$ cat src/hw/zx_pkg.sv
package zx_pkg;

	////////////////////
	// bus widths
	////////////////////

	localparam int ADDR_W = 16;
	localparam int DATA_W = 8;
	// one byte of the port address
	localparam int PORT_W = ADDR_W / 2;

	// paging
	localparam int PAGE_W  = 8;
	localparam int WIN_W   = 2;
	localparam int NUM_WIN = 1 << WIN_W;

	// register field widths
	localparam int MEMCONF_W = 8;
	localparam int TURBO_W   = 2;
	localparam int BORDER_W  = 3;
	localparam int BEEP_BIT  = 4;

	////////////////////
	// port addresses
	////////////////////

	// border/beeper, any high byte
	localparam logic [PORT_W-1:0] PORT_FE_LO      = 8'hFE;
	// extended ports share this low byte
	localparam logic [PORT_W-1:0] PORT_XT_LO      = 8'hAF;
	// page 0, pages 1..3 follow
	localparam logic [PORT_W-1:0] PORT_XTPAGE_HI  = 8'h10;
	localparam logic [PORT_W-1:0] PORT_SYSCONF_HI = 8'h20;
	localparam logic [PORT_W-1:0] PORT_MEMCONF_HI = 8'h21;

	// memconf bits for window 0
	localparam int MEMCONF_W0_RAM = 3;
	localparam int MEMCONF_W0_WE  = 1;

	typedef enum logic [2:0] {
		SEL_NONE,
		SEL_BORDER,
		SEL_XTPAGE,
		SEL_MEMCONF,
		SEL_SYSCONF
	} port_sel_t;

	typedef struct packed {
		logic [NUM_WIN-1:0][PAGE_W-1:0] xt_page;
		logic [MEMCONF_W-1:0]           memconf;
		logic [TURBO_W-1:0]             turbo;
	} zx_cfg_t;

	// page n after reset
	localparam logic [NUM_WIN-1:0][PAGE_W-1:0] XT_PAGE_RST = {
		PAGE_W'(3),
		PAGE_W'(2),
		PAGE_W'(1),
		PAGE_W'(0)
	};

endpackage

$ cat src/hw/zport_if.sv
`timescale 1ns/1ps

interface zport_if;

	// one fclk cycle per finished port write
	logic                     wr_stb;
	// level, held during a read of a readable port
	logic                     rd_act;

	// target of the current cycle
	zx_pkg::port_sel_t        sel;
	// page register number
	logic [zx_pkg::WIN_W-1:0] idx;
	logic [zx_pkg::DATA_W-1:0] wdata;

	modport src (
		output wr_stb,
		output rd_act,
		output sel,
		output idx,
		output wdata
	);

	modport dst (
		input wr_stb,
		input rd_act,
		input sel,
		input idx,
		input wdata
	);

endinterface

$ cat src/hw/z80_io_sync.sv
`timescale 1ns/1ps

module z80_io_sync (
	input  logic                      fclk,
	input  logic                      rst,

	// z80 bus, asynchronous to fclk
	input  logic                      iorq_n,
	input  logic                      rd_n,
	input  logic                      wr_n,
	input  logic [zx_pkg::ADDR_W-1:0] a,
	input  logic [zx_pkg::DATA_W-1:0] d_in,

	zport_if.src                      port
);

	// strobe shift registers, active high
	logic [1:0] iorq_sr;
	logic [1:0] rd_sr;
	logic [1:0] wr_sr;

	logic iorq_s;
	logic iord;
	logic iowr;
	logic iowr_d;

	logic [zx_pkg::ADDR_W-1:0] a_s1;
	logic [zx_pkg::ADDR_W-1:0] a_s2;
	logic [zx_pkg::DATA_W-1:0] d_s1;
	logic [zx_pkg::DATA_W-1:0] d_s2;
	logic [zx_pkg::PORT_W-1:0] a_lo;
	logic [zx_pkg::PORT_W-1:0] a_hi;

	zx_pkg::port_sel_t        sel_nxt;
	logic [zx_pkg::WIN_W-1:0] idx_nxt;
	logic                     rd_ok;

	logic                      wr_stb_q;
	logic                      rd_act_q;
	zx_pkg::port_sel_t         sel_q;
	logic [zx_pkg::WIN_W-1:0]  idx_q;
	logic [zx_pkg::DATA_W-1:0] wdata_q;

	////////////////////
	// synchronizers
	////////////////////

	always_ff @(posedge fclk) begin
		if (rst) begin
			iorq_sr <= '0;
			rd_sr   <= '0;
			wr_sr   <= '0;
		end else begin
			iorq_sr <= {iorq_sr[0], ~iorq_n};
			rd_sr   <= {rd_sr[0], ~rd_n};
			wr_sr   <= {wr_sr[0], ~wr_n};
		end
	end

	// address and data follow the strobes
	always_ff @(posedge fclk) begin
		a_s1 <= a;
		a_s2 <= a_s1;
		d_s1 <= d_in;
		d_s2 <= d_s1;
	end

	assign iorq_s = iorq_sr[1];
	assign iord   = iorq_s & rd_sr[1];
	assign iowr   = iorq_s & wr_sr[1];

	////////////////////
	// port decode
	////////////////////

	assign a_lo = a_s2[zx_pkg::PORT_W-1:0];
	assign a_hi = a_s2[zx_pkg::ADDR_W-1 -: zx_pkg::PORT_W];

	always_comb begin
		sel_nxt = zx_pkg::SEL_NONE;
		idx_nxt = '0;
		if (a_lo == zx_pkg::PORT_FE_LO) begin
			sel_nxt = zx_pkg::SEL_BORDER;
		end else if (a_lo == zx_pkg::PORT_XT_LO) begin
			// #10AF..#13AF
			if (a_hi[zx_pkg::PORT_W-1:zx_pkg::WIN_W] ==
					zx_pkg::PORT_XTPAGE_HI[zx_pkg::PORT_W-1:zx_pkg::WIN_W]) begin
				sel_nxt = zx_pkg::SEL_XTPAGE;
				idx_nxt = a_hi[zx_pkg::WIN_W-1:0];
			end else if (a_hi == zx_pkg::PORT_SYSCONF_HI) begin
				sel_nxt = zx_pkg::SEL_SYSCONF;
			end else if (a_hi == zx_pkg::PORT_MEMCONF_HI) begin
				sel_nxt = zx_pkg::SEL_MEMCONF;
			end
		end
	end

	// border port is write only
	assign rd_ok = (sel_nxt == zx_pkg::SEL_XTPAGE) ||
		(sel_nxt == zx_pkg::SEL_MEMCONF) ||
		(sel_nxt == zx_pkg::SEL_SYSCONF);

	////////////////////
	// port events
	////////////////////

	always_ff @(posedge fclk) begin
		if (rst) begin
			iowr_d   <= 1'b0;
			wr_stb_q <= 1'b0;
			rd_act_q <= 1'b0;
			sel_q    <= zx_pkg::SEL_NONE;
			idx_q    <= '0;
		end else begin
			iowr_d   <= iowr;
			// rising edge of the write cycle
			wr_stb_q <= iowr & ~iowr_d;
			rd_act_q <= iord & rd_ok;
			if (iorq_s) begin
				sel_q <= sel_nxt;
				idx_q <= idx_nxt;
			end
		end
	end

	always_ff @(posedge fclk) begin
		if (iowr)
			wdata_q <= d_s2;
	end

	assign port.wr_stb = wr_stb_q;
	assign port.rd_act = rd_act_q;
	assign port.sel    = sel_q;
	assign port.idx    = idx_q;
	assign port.wdata  = wdata_q;

endmodule

$ cat src/hw/port_regs.sv
`timescale 1ns/1ps

module port_regs (
	input  logic                        fclk,
	input  logic                        rst,

	zport_if.dst                        port,

	// registered configuration
	output zx_pkg::zx_cfg_t             cfg,
	output logic [zx_pkg::BORDER_W-1:0] border,
	output logic                        beep,

	// readback towards the z80
	output logic [zx_pkg::DATA_W-1:0]   d_out,
	output logic                        d_oe
);

	////////////////////
	// register writes
	////////////////////

	always_ff @(posedge fclk) begin
		if (rst) begin
			cfg.xt_page <= zx_pkg::XT_PAGE_RST;
			cfg.memconf <= '0;
			cfg.turbo   <= '0;
			border      <= '0;
			beep        <= 1'b0;
		end else if (port.wr_stb) begin
			case (port.sel)
				zx_pkg::SEL_BORDER: begin
					border <= port.wdata[zx_pkg::BORDER_W-1:0];
					beep   <= port.wdata[zx_pkg::BEEP_BIT];
				end
				zx_pkg::SEL_XTPAGE: begin
					cfg.xt_page[port.idx] <= port.wdata[zx_pkg::PAGE_W-1:0];
				end
				zx_pkg::SEL_MEMCONF: begin
					cfg.memconf <= port.wdata[zx_pkg::MEMCONF_W-1:0];
				end
				zx_pkg::SEL_SYSCONF: begin
					// only turbo is kept
					cfg.turbo <= port.wdata[zx_pkg::TURBO_W-1:0];
				end
				default: begin
				end
			endcase
		end
	end

	////////////////////
	// readback
	////////////////////

	always_comb begin
		d_out = '0;
		case (port.sel)
			zx_pkg::SEL_XTPAGE: begin
				d_out = cfg.xt_page[port.idx];
			end
			zx_pkg::SEL_MEMCONF: begin
				d_out = cfg.memconf;
			end
			zx_pkg::SEL_SYSCONF: begin
				// turbo in low bits, rest reads zero
				d_out = {{(zx_pkg::DATA_W - zx_pkg::TURBO_W){1'b0}}, cfg.turbo};
			end
			default: begin
				d_out = '0;
			end
		endcase
	end

	// front end only raises rd_act for readable ports
	assign d_oe = port.rd_act;

endmodule

$ cat src/hw/mem_pager.sv
`timescale 1ns/1ps

module mem_pager (
	// top two cpu address bits
	input  logic [zx_pkg::WIN_W-1:0]  a_win,
	input  zx_pkg::zx_cfg_t           cfg,

	output logic [zx_pkg::PAGE_W-1:0] page,
	output logic                      romnram,
	output logic                      rw_en
);

	logic win0;
	logic w0_ram;
	logic w0_we;

	// window 0 is the only one with rom
	assign win0   = (a_win == '0);
	assign w0_ram = cfg.memconf[zx_pkg::MEMCONF_W0_RAM];
	assign w0_we  = cfg.memconf[zx_pkg::MEMCONF_W0_WE];

	always_comb begin
		page = cfg.xt_page[a_win];

		// rom in window 0 unless memconf asks for ram
		romnram = win0 && !w0_ram;

		// rom writes need the explicit enable
		rw_en = !(romnram && !w0_we);
	end

endmodule

$ cat src/hw/zx_ports_top.sv
`timescale 1ns/1ps

module zx_ports_top (
	input  logic                        fclk,
	input  logic                        rst,

	// z80 bus
	input  logic                        iorq_n,
	input  logic                        rd_n,
	input  logic                        wr_n,
	input  logic [zx_pkg::ADDR_W-1:0]   a,
	input  logic [zx_pkg::DATA_W-1:0]   d_in,
	output logic [zx_pkg::DATA_W-1:0]   d_out,
	output logic                        d_oe,

	// port outputs
	output logic [zx_pkg::BORDER_W-1:0] border,
	output logic                        beep,
	output logic [zx_pkg::TURBO_W-1:0]  turbo,

	// memory mapping
	output logic [zx_pkg::PAGE_W-1:0]   page,
	output logic                        romnram,
	output logic                        rw_en
);

	zx_pkg::zx_cfg_t cfg;

	zport_if port_bus ();

	////////////////////
	// bus front end
	////////////////////

	z80_io_sync u_io (
		.fclk   (fclk),
		.rst    (rst),
		.iorq_n (iorq_n),
		.rd_n   (rd_n),
		.wr_n   (wr_n),
		.a      (a),
		.d_in   (d_in),
		.port   (port_bus.src)
	);

	////////////////////
	// port registers
	////////////////////

	port_regs u_regs (
		.fclk   (fclk),
		.rst    (rst),
		.port   (port_bus.dst),
		.cfg    (cfg),
		.border (border),
		.beep   (beep),
		.d_out  (d_out),
		.d_oe   (d_oe)
	);

	////////////////////
	// pager
	////////////////////

	// combinational from the raw cpu address
	mem_pager u_pager (
		.a_win   (a[zx_pkg::ADDR_W-1 -: zx_pkg::WIN_W]),
		.cfg     (cfg),
		.page    (page),
		.romnram (romnram),
		.rw_en   (rw_en)
	);

	assign turbo = cfg.turbo;

endmodule

$ cat config.mk
export PLATFORM = sky130hd
export DESIGN_NAME = zx_ports_top
export DESIGN_NICKNAME = d
export VERILOG_FILES = /design/src/hw/zx_pkg.sv /design/src/hw/zport_if.sv /design/src/hw/z80_io_sync.sv /design/src/hw/port_regs.sv /design/src/hw/mem_pager.sv /design/src/hw/zx_ports_top.sv
export SDC_FILE = /design/constraint.sdc
export NUM_CORES = 1
export LEC_CHECK = 0
export BUFFER_PORTS_ARGS = -buffer_cell sky130_fd_sc_hd__clkbuf_2
export CORE_MARGIN = 3
export CORE_UTILIZATION = 35
export CTS_BUF_LIST = sky130_fd_sc_hd__clkbuf_8
export DETAILED_ROUTE_END_ITERATION = 8
export PLACE_DENSITY_LB_ADDON = 0.05
export SLEW_MARGIN = 20
export SYNTH_ARGS = -nofsm -noshare
export SYNTH_HDL_FRONTEND = slang
export SYNTH_SLANG_ARGS = --single-unit
$ cat constraint.sdc
create_clock -name fclk -period 3.4 [get_ports fclk]
set_input_delay 0.34 -clock fclk [delete_from_list [all_inputs] [get_ports fclk]]
set_output_delay 0.34 -clock fclk [all_outputs]
set_load 0.01 [all_outputs]
==> flow_metrics.env <==
export IMPL_seqPwrFrac=0.503
export IMPL_clock_latency_ns=0.41
export IMPL_post_cts_buffers=0
export IMPL_synth_most_common_cell="dfxtp_1"
export IMPL_root_buffer="clkbuf_8"
export IMPL_floorplan_initialDensity=0.369
export IMPL_critPathMaxFanout=11
export IMPL_seq_area_frac_synth=0.586
export IMPL_drive_gt1_frac=0.251
export IMPL_tritoncts="built"
export IMPL_ys_ff_latch=116
export IMPL_hold_class="primary input to flip-flop"
export IMPL_cts_sinks=116
export IMPL_p_leak_nw=2.09
export IMPL_p_sw_w=0.000678
export IMPL_nets=442
export IMPL_gp_congestion=0.768
export IMPL_skew_ns=0.0120
export IMPL_yosysWarnings=0
export IMPL_r2r_setup_slack_ns=1.51
export IMPL_dr_pass1_iters=4
export IMPL_io_pins=54
export IMPL_cp_num_buf_inv=1
export IMPL_post_route_period_util=0.749
export IMPL_cp_data_required_time_ns=3.06
export IMPL_synthCells=341
export IMPL_worst_setup_path_start_kind="flip-flop"
export IMPL_drt_iter0_drc=81
export IMPL_synth_top_cell_area_share=0.527
export IMPL_clkPwrFrac=0.470
export IMPL_viasPerCell=4.59
export IMPL_io_buffers=53
export IMPL_grt_pass1_wl_um=13800
export IMPL_die_x_um=114
export IMPL_finalSetupTns_ns=0
export IMPL_worst_slew_pin_slew_ns=0.779
export IMPL_synthToLayoutAreaGrowth_pct=23.0
export IMPL_end_kind="primary output"
export IMPL_rsz0062_at_grt="no"
export IMPL_overflow=0
export IMPL_max_freq_ghz=0.393
export IMPL_setup_viol=0
export IMPL_cts_htree_levels=4
export IMPL_swShare=0.241
export IMPL_synth_top_cell_by_area="dfxtp_1"
export IMPL_track_usage=0.138
export IMPL_dieArea_um2=13000
export IMPL_synth_area_um2=4100
export IMPL_period_needed_ns=2.55
export IMPL_comb_power_share=0.028
export IMPL_worstPathCellList="mux4_2 > mux2i_1 > o21ai_1 > clkbuf_2"
export IMPL_wl_um=8320
export IMPL_dp_hpwl_um=5730
export IMPL_insertedDiodeCount=0
export IMPL_status="complete, no violations"
export IMPL_finalCoreUtilization=0.453
export IMPL_setup_worst_path_class="flip-flop to primary output"
export IMPL_grt_pass1_vias=2615
export IMPL_core_area_um2=11100
export IMPL_remaining_drc_errors=0
export IMPL_syn_nets=370
export IMPL_grt_max_degree=38
export IMPL_clock_path_buffers=2
export IMPL_synth_area_per_cell_um2=12.0
export IMPL_crit_family="flip-flops"
export IMPL_vdd_ir_drop_max_uv=307
export IMPL_slowest_stage="dfxtp_1"
export IMPL_hold_slack_ns=0.0262
export IMPL_ys_flop_type="dfxtp_1"
export IMPL_layout_setup_ws_ns=0.855
export IMPL_synthTopCellsByCount="108 x dfxtp_1, 42 x nand2b_1, 40 x mux2i_1"
export IMPL_placed_area_um2=4430
export IMPL_antenna_found_initial=0
export IMPL_fp_row_count=38
export IMPL_synthTopCellsByArea="dfxtp_1 53%, mux2i_1 9.8%, mux4_2 8.8%, nand2b_1 6.4%, edfxtp_1 5.9%"
export IMPL_crit_arrival_ns=2.21
export IMPL_hold_viol=0
export IMPL_clk_pin_slew_ns=0.07
export IMPL_synth_distinct_cells=33
export IMPL_crit_path_max_incr_delay_ns=0.78
export IMPL_die_h_um=114
export IMPL_cap_violations=0
export IMPL_power_density_nw_per_um2=558
export IMPL_final_area_um2=5040
export IMPL_slew_viol_final=0
export IMPL_vias=2598
export IMPL_cts_made_buffers=17
export IMPL_dp_slack_ns=1.24
export IMPL_drtAntennaViolNets=0
export IMPL_slew_headroom=0.480
export IMPL_synthArstFlopShare=0
export IMPL_wire_per_inst_um=14.7
export IMPL_p_int_w=0.00214
export IMPL_synth_edf_count=8
-- per-stage QoR --
stage,cells,total power [W]
floorplan,341,0.00148
global placement,514,0.00151
detailed placement,514,0.00151
CTS,561,0.00286
global route,566,0.00294
finish,566,0.00282
-- cell type report --
type,instances,area [um2]
sequential,116,2400
inverter,1,3.75
clock inverter,15,183
multi-input combinational,203,1570
tap,140,175
timing repair buffer,74,473
clock buffer,17,234
fill,1065,6080
-- power by group through the flow --
| stage | clock network (W) | registers (W) | logic [W] |
|---|---|---|---|
| after detailed placement | 0 | 0.00145 | 0.0000626 |
| after global routing | 0.00143 | 0.00142 | 0.0000876 |
| after floorplan | 0 | 0.00144 | 0.0000362 |
| after CTS | 0.00136 | 0.00142 | 0.0000759 |
| final | 0.00132 | 0.00141 | 0.0000785 |
| after global placement | 0 | 0.00145 | 0.0000620 |
-- placed cells by master, fill, tap and decap left out, drive strengths merged --
cell type and count:
buf 1, and3b 1, and3 1, mux2i 40, nand3 2, nand3b 1, inv 11, nand4b 2
nand2b 42, mux4 16, nor3b 3, nor2 20, a21oi 9, o21ai 14, nor3 3, edfxtp 8
a32oi 1, nor2b 4, dlygate4sd3 20, and4bb 3, clkbuf 70, clkinv 2, bufinv 2, nand2 37
clkinvlp 1, and4b 2, nor4b 1, nand4 1, dfxtp 108
-- worst reg2reg max path: stages (launching register included) --
cell	delay (ns)
dfxtp_1	0.78
and4bb_1	0.32
nand2b_1	0.46
mux2i_1	0.25
-- path summary, 6_finish.rpt --
check / startpoint / to / depth (start not counted)
setup reg to reg: u_io.port.idx[0] / u_regs.cfg[33] / 3
hold / removal: d_in[7] / u_io.d_s1[7] / 1
setup / recovery: u_io.port.idx[0] / d_out[0] / 4
hold reg to reg: u_io.d_s1[2] / u_io.d_s2[2] / 0
-- timing repair --
action | CTS | global route
hold buffers | 15 | 5
gates resized for setup | 0 | 0
hold endpoints to repair | 15 | 5
-- cells by family after synthesis --
kind of cell | share of synthesized area
compound gates | 0.0302
buf+inv | 0.0308
flops | 0.586
mux | 0.186
simple gates | 0.168
-- registers in the layout, summed over array words and instances (netlist names) --
register          cells
u_regs.border         3
u_io.port.wdata       8
u_io.a_s1            16
u_io.iorq_sr          2
u_io.wr_sr            2
u_io.port.wr_stb      1
u_regs.cfg           42
u_io.iowr_d           1
u_io.rd_sr            2
u_io.port.idx         2
u_io.d_s1             8
u_io.a_s2            16
u_regs.beep           1
u_io.d_s2             8
u_io.port.rd_act      1
u_io.port.sel         3
-- layer usage --
layer / up-vias / wire [um] / global-route usage
met1: 1222 / 4340 / 0.199
met5: - / 0 / 0
li1: 1324 / - / -
met2: 43 / 3610 / 0.199
met3: 9 / 283 / 0.0439
met4: 0 / 94 / 0.0428
Power figures use the tool's default switching activity.
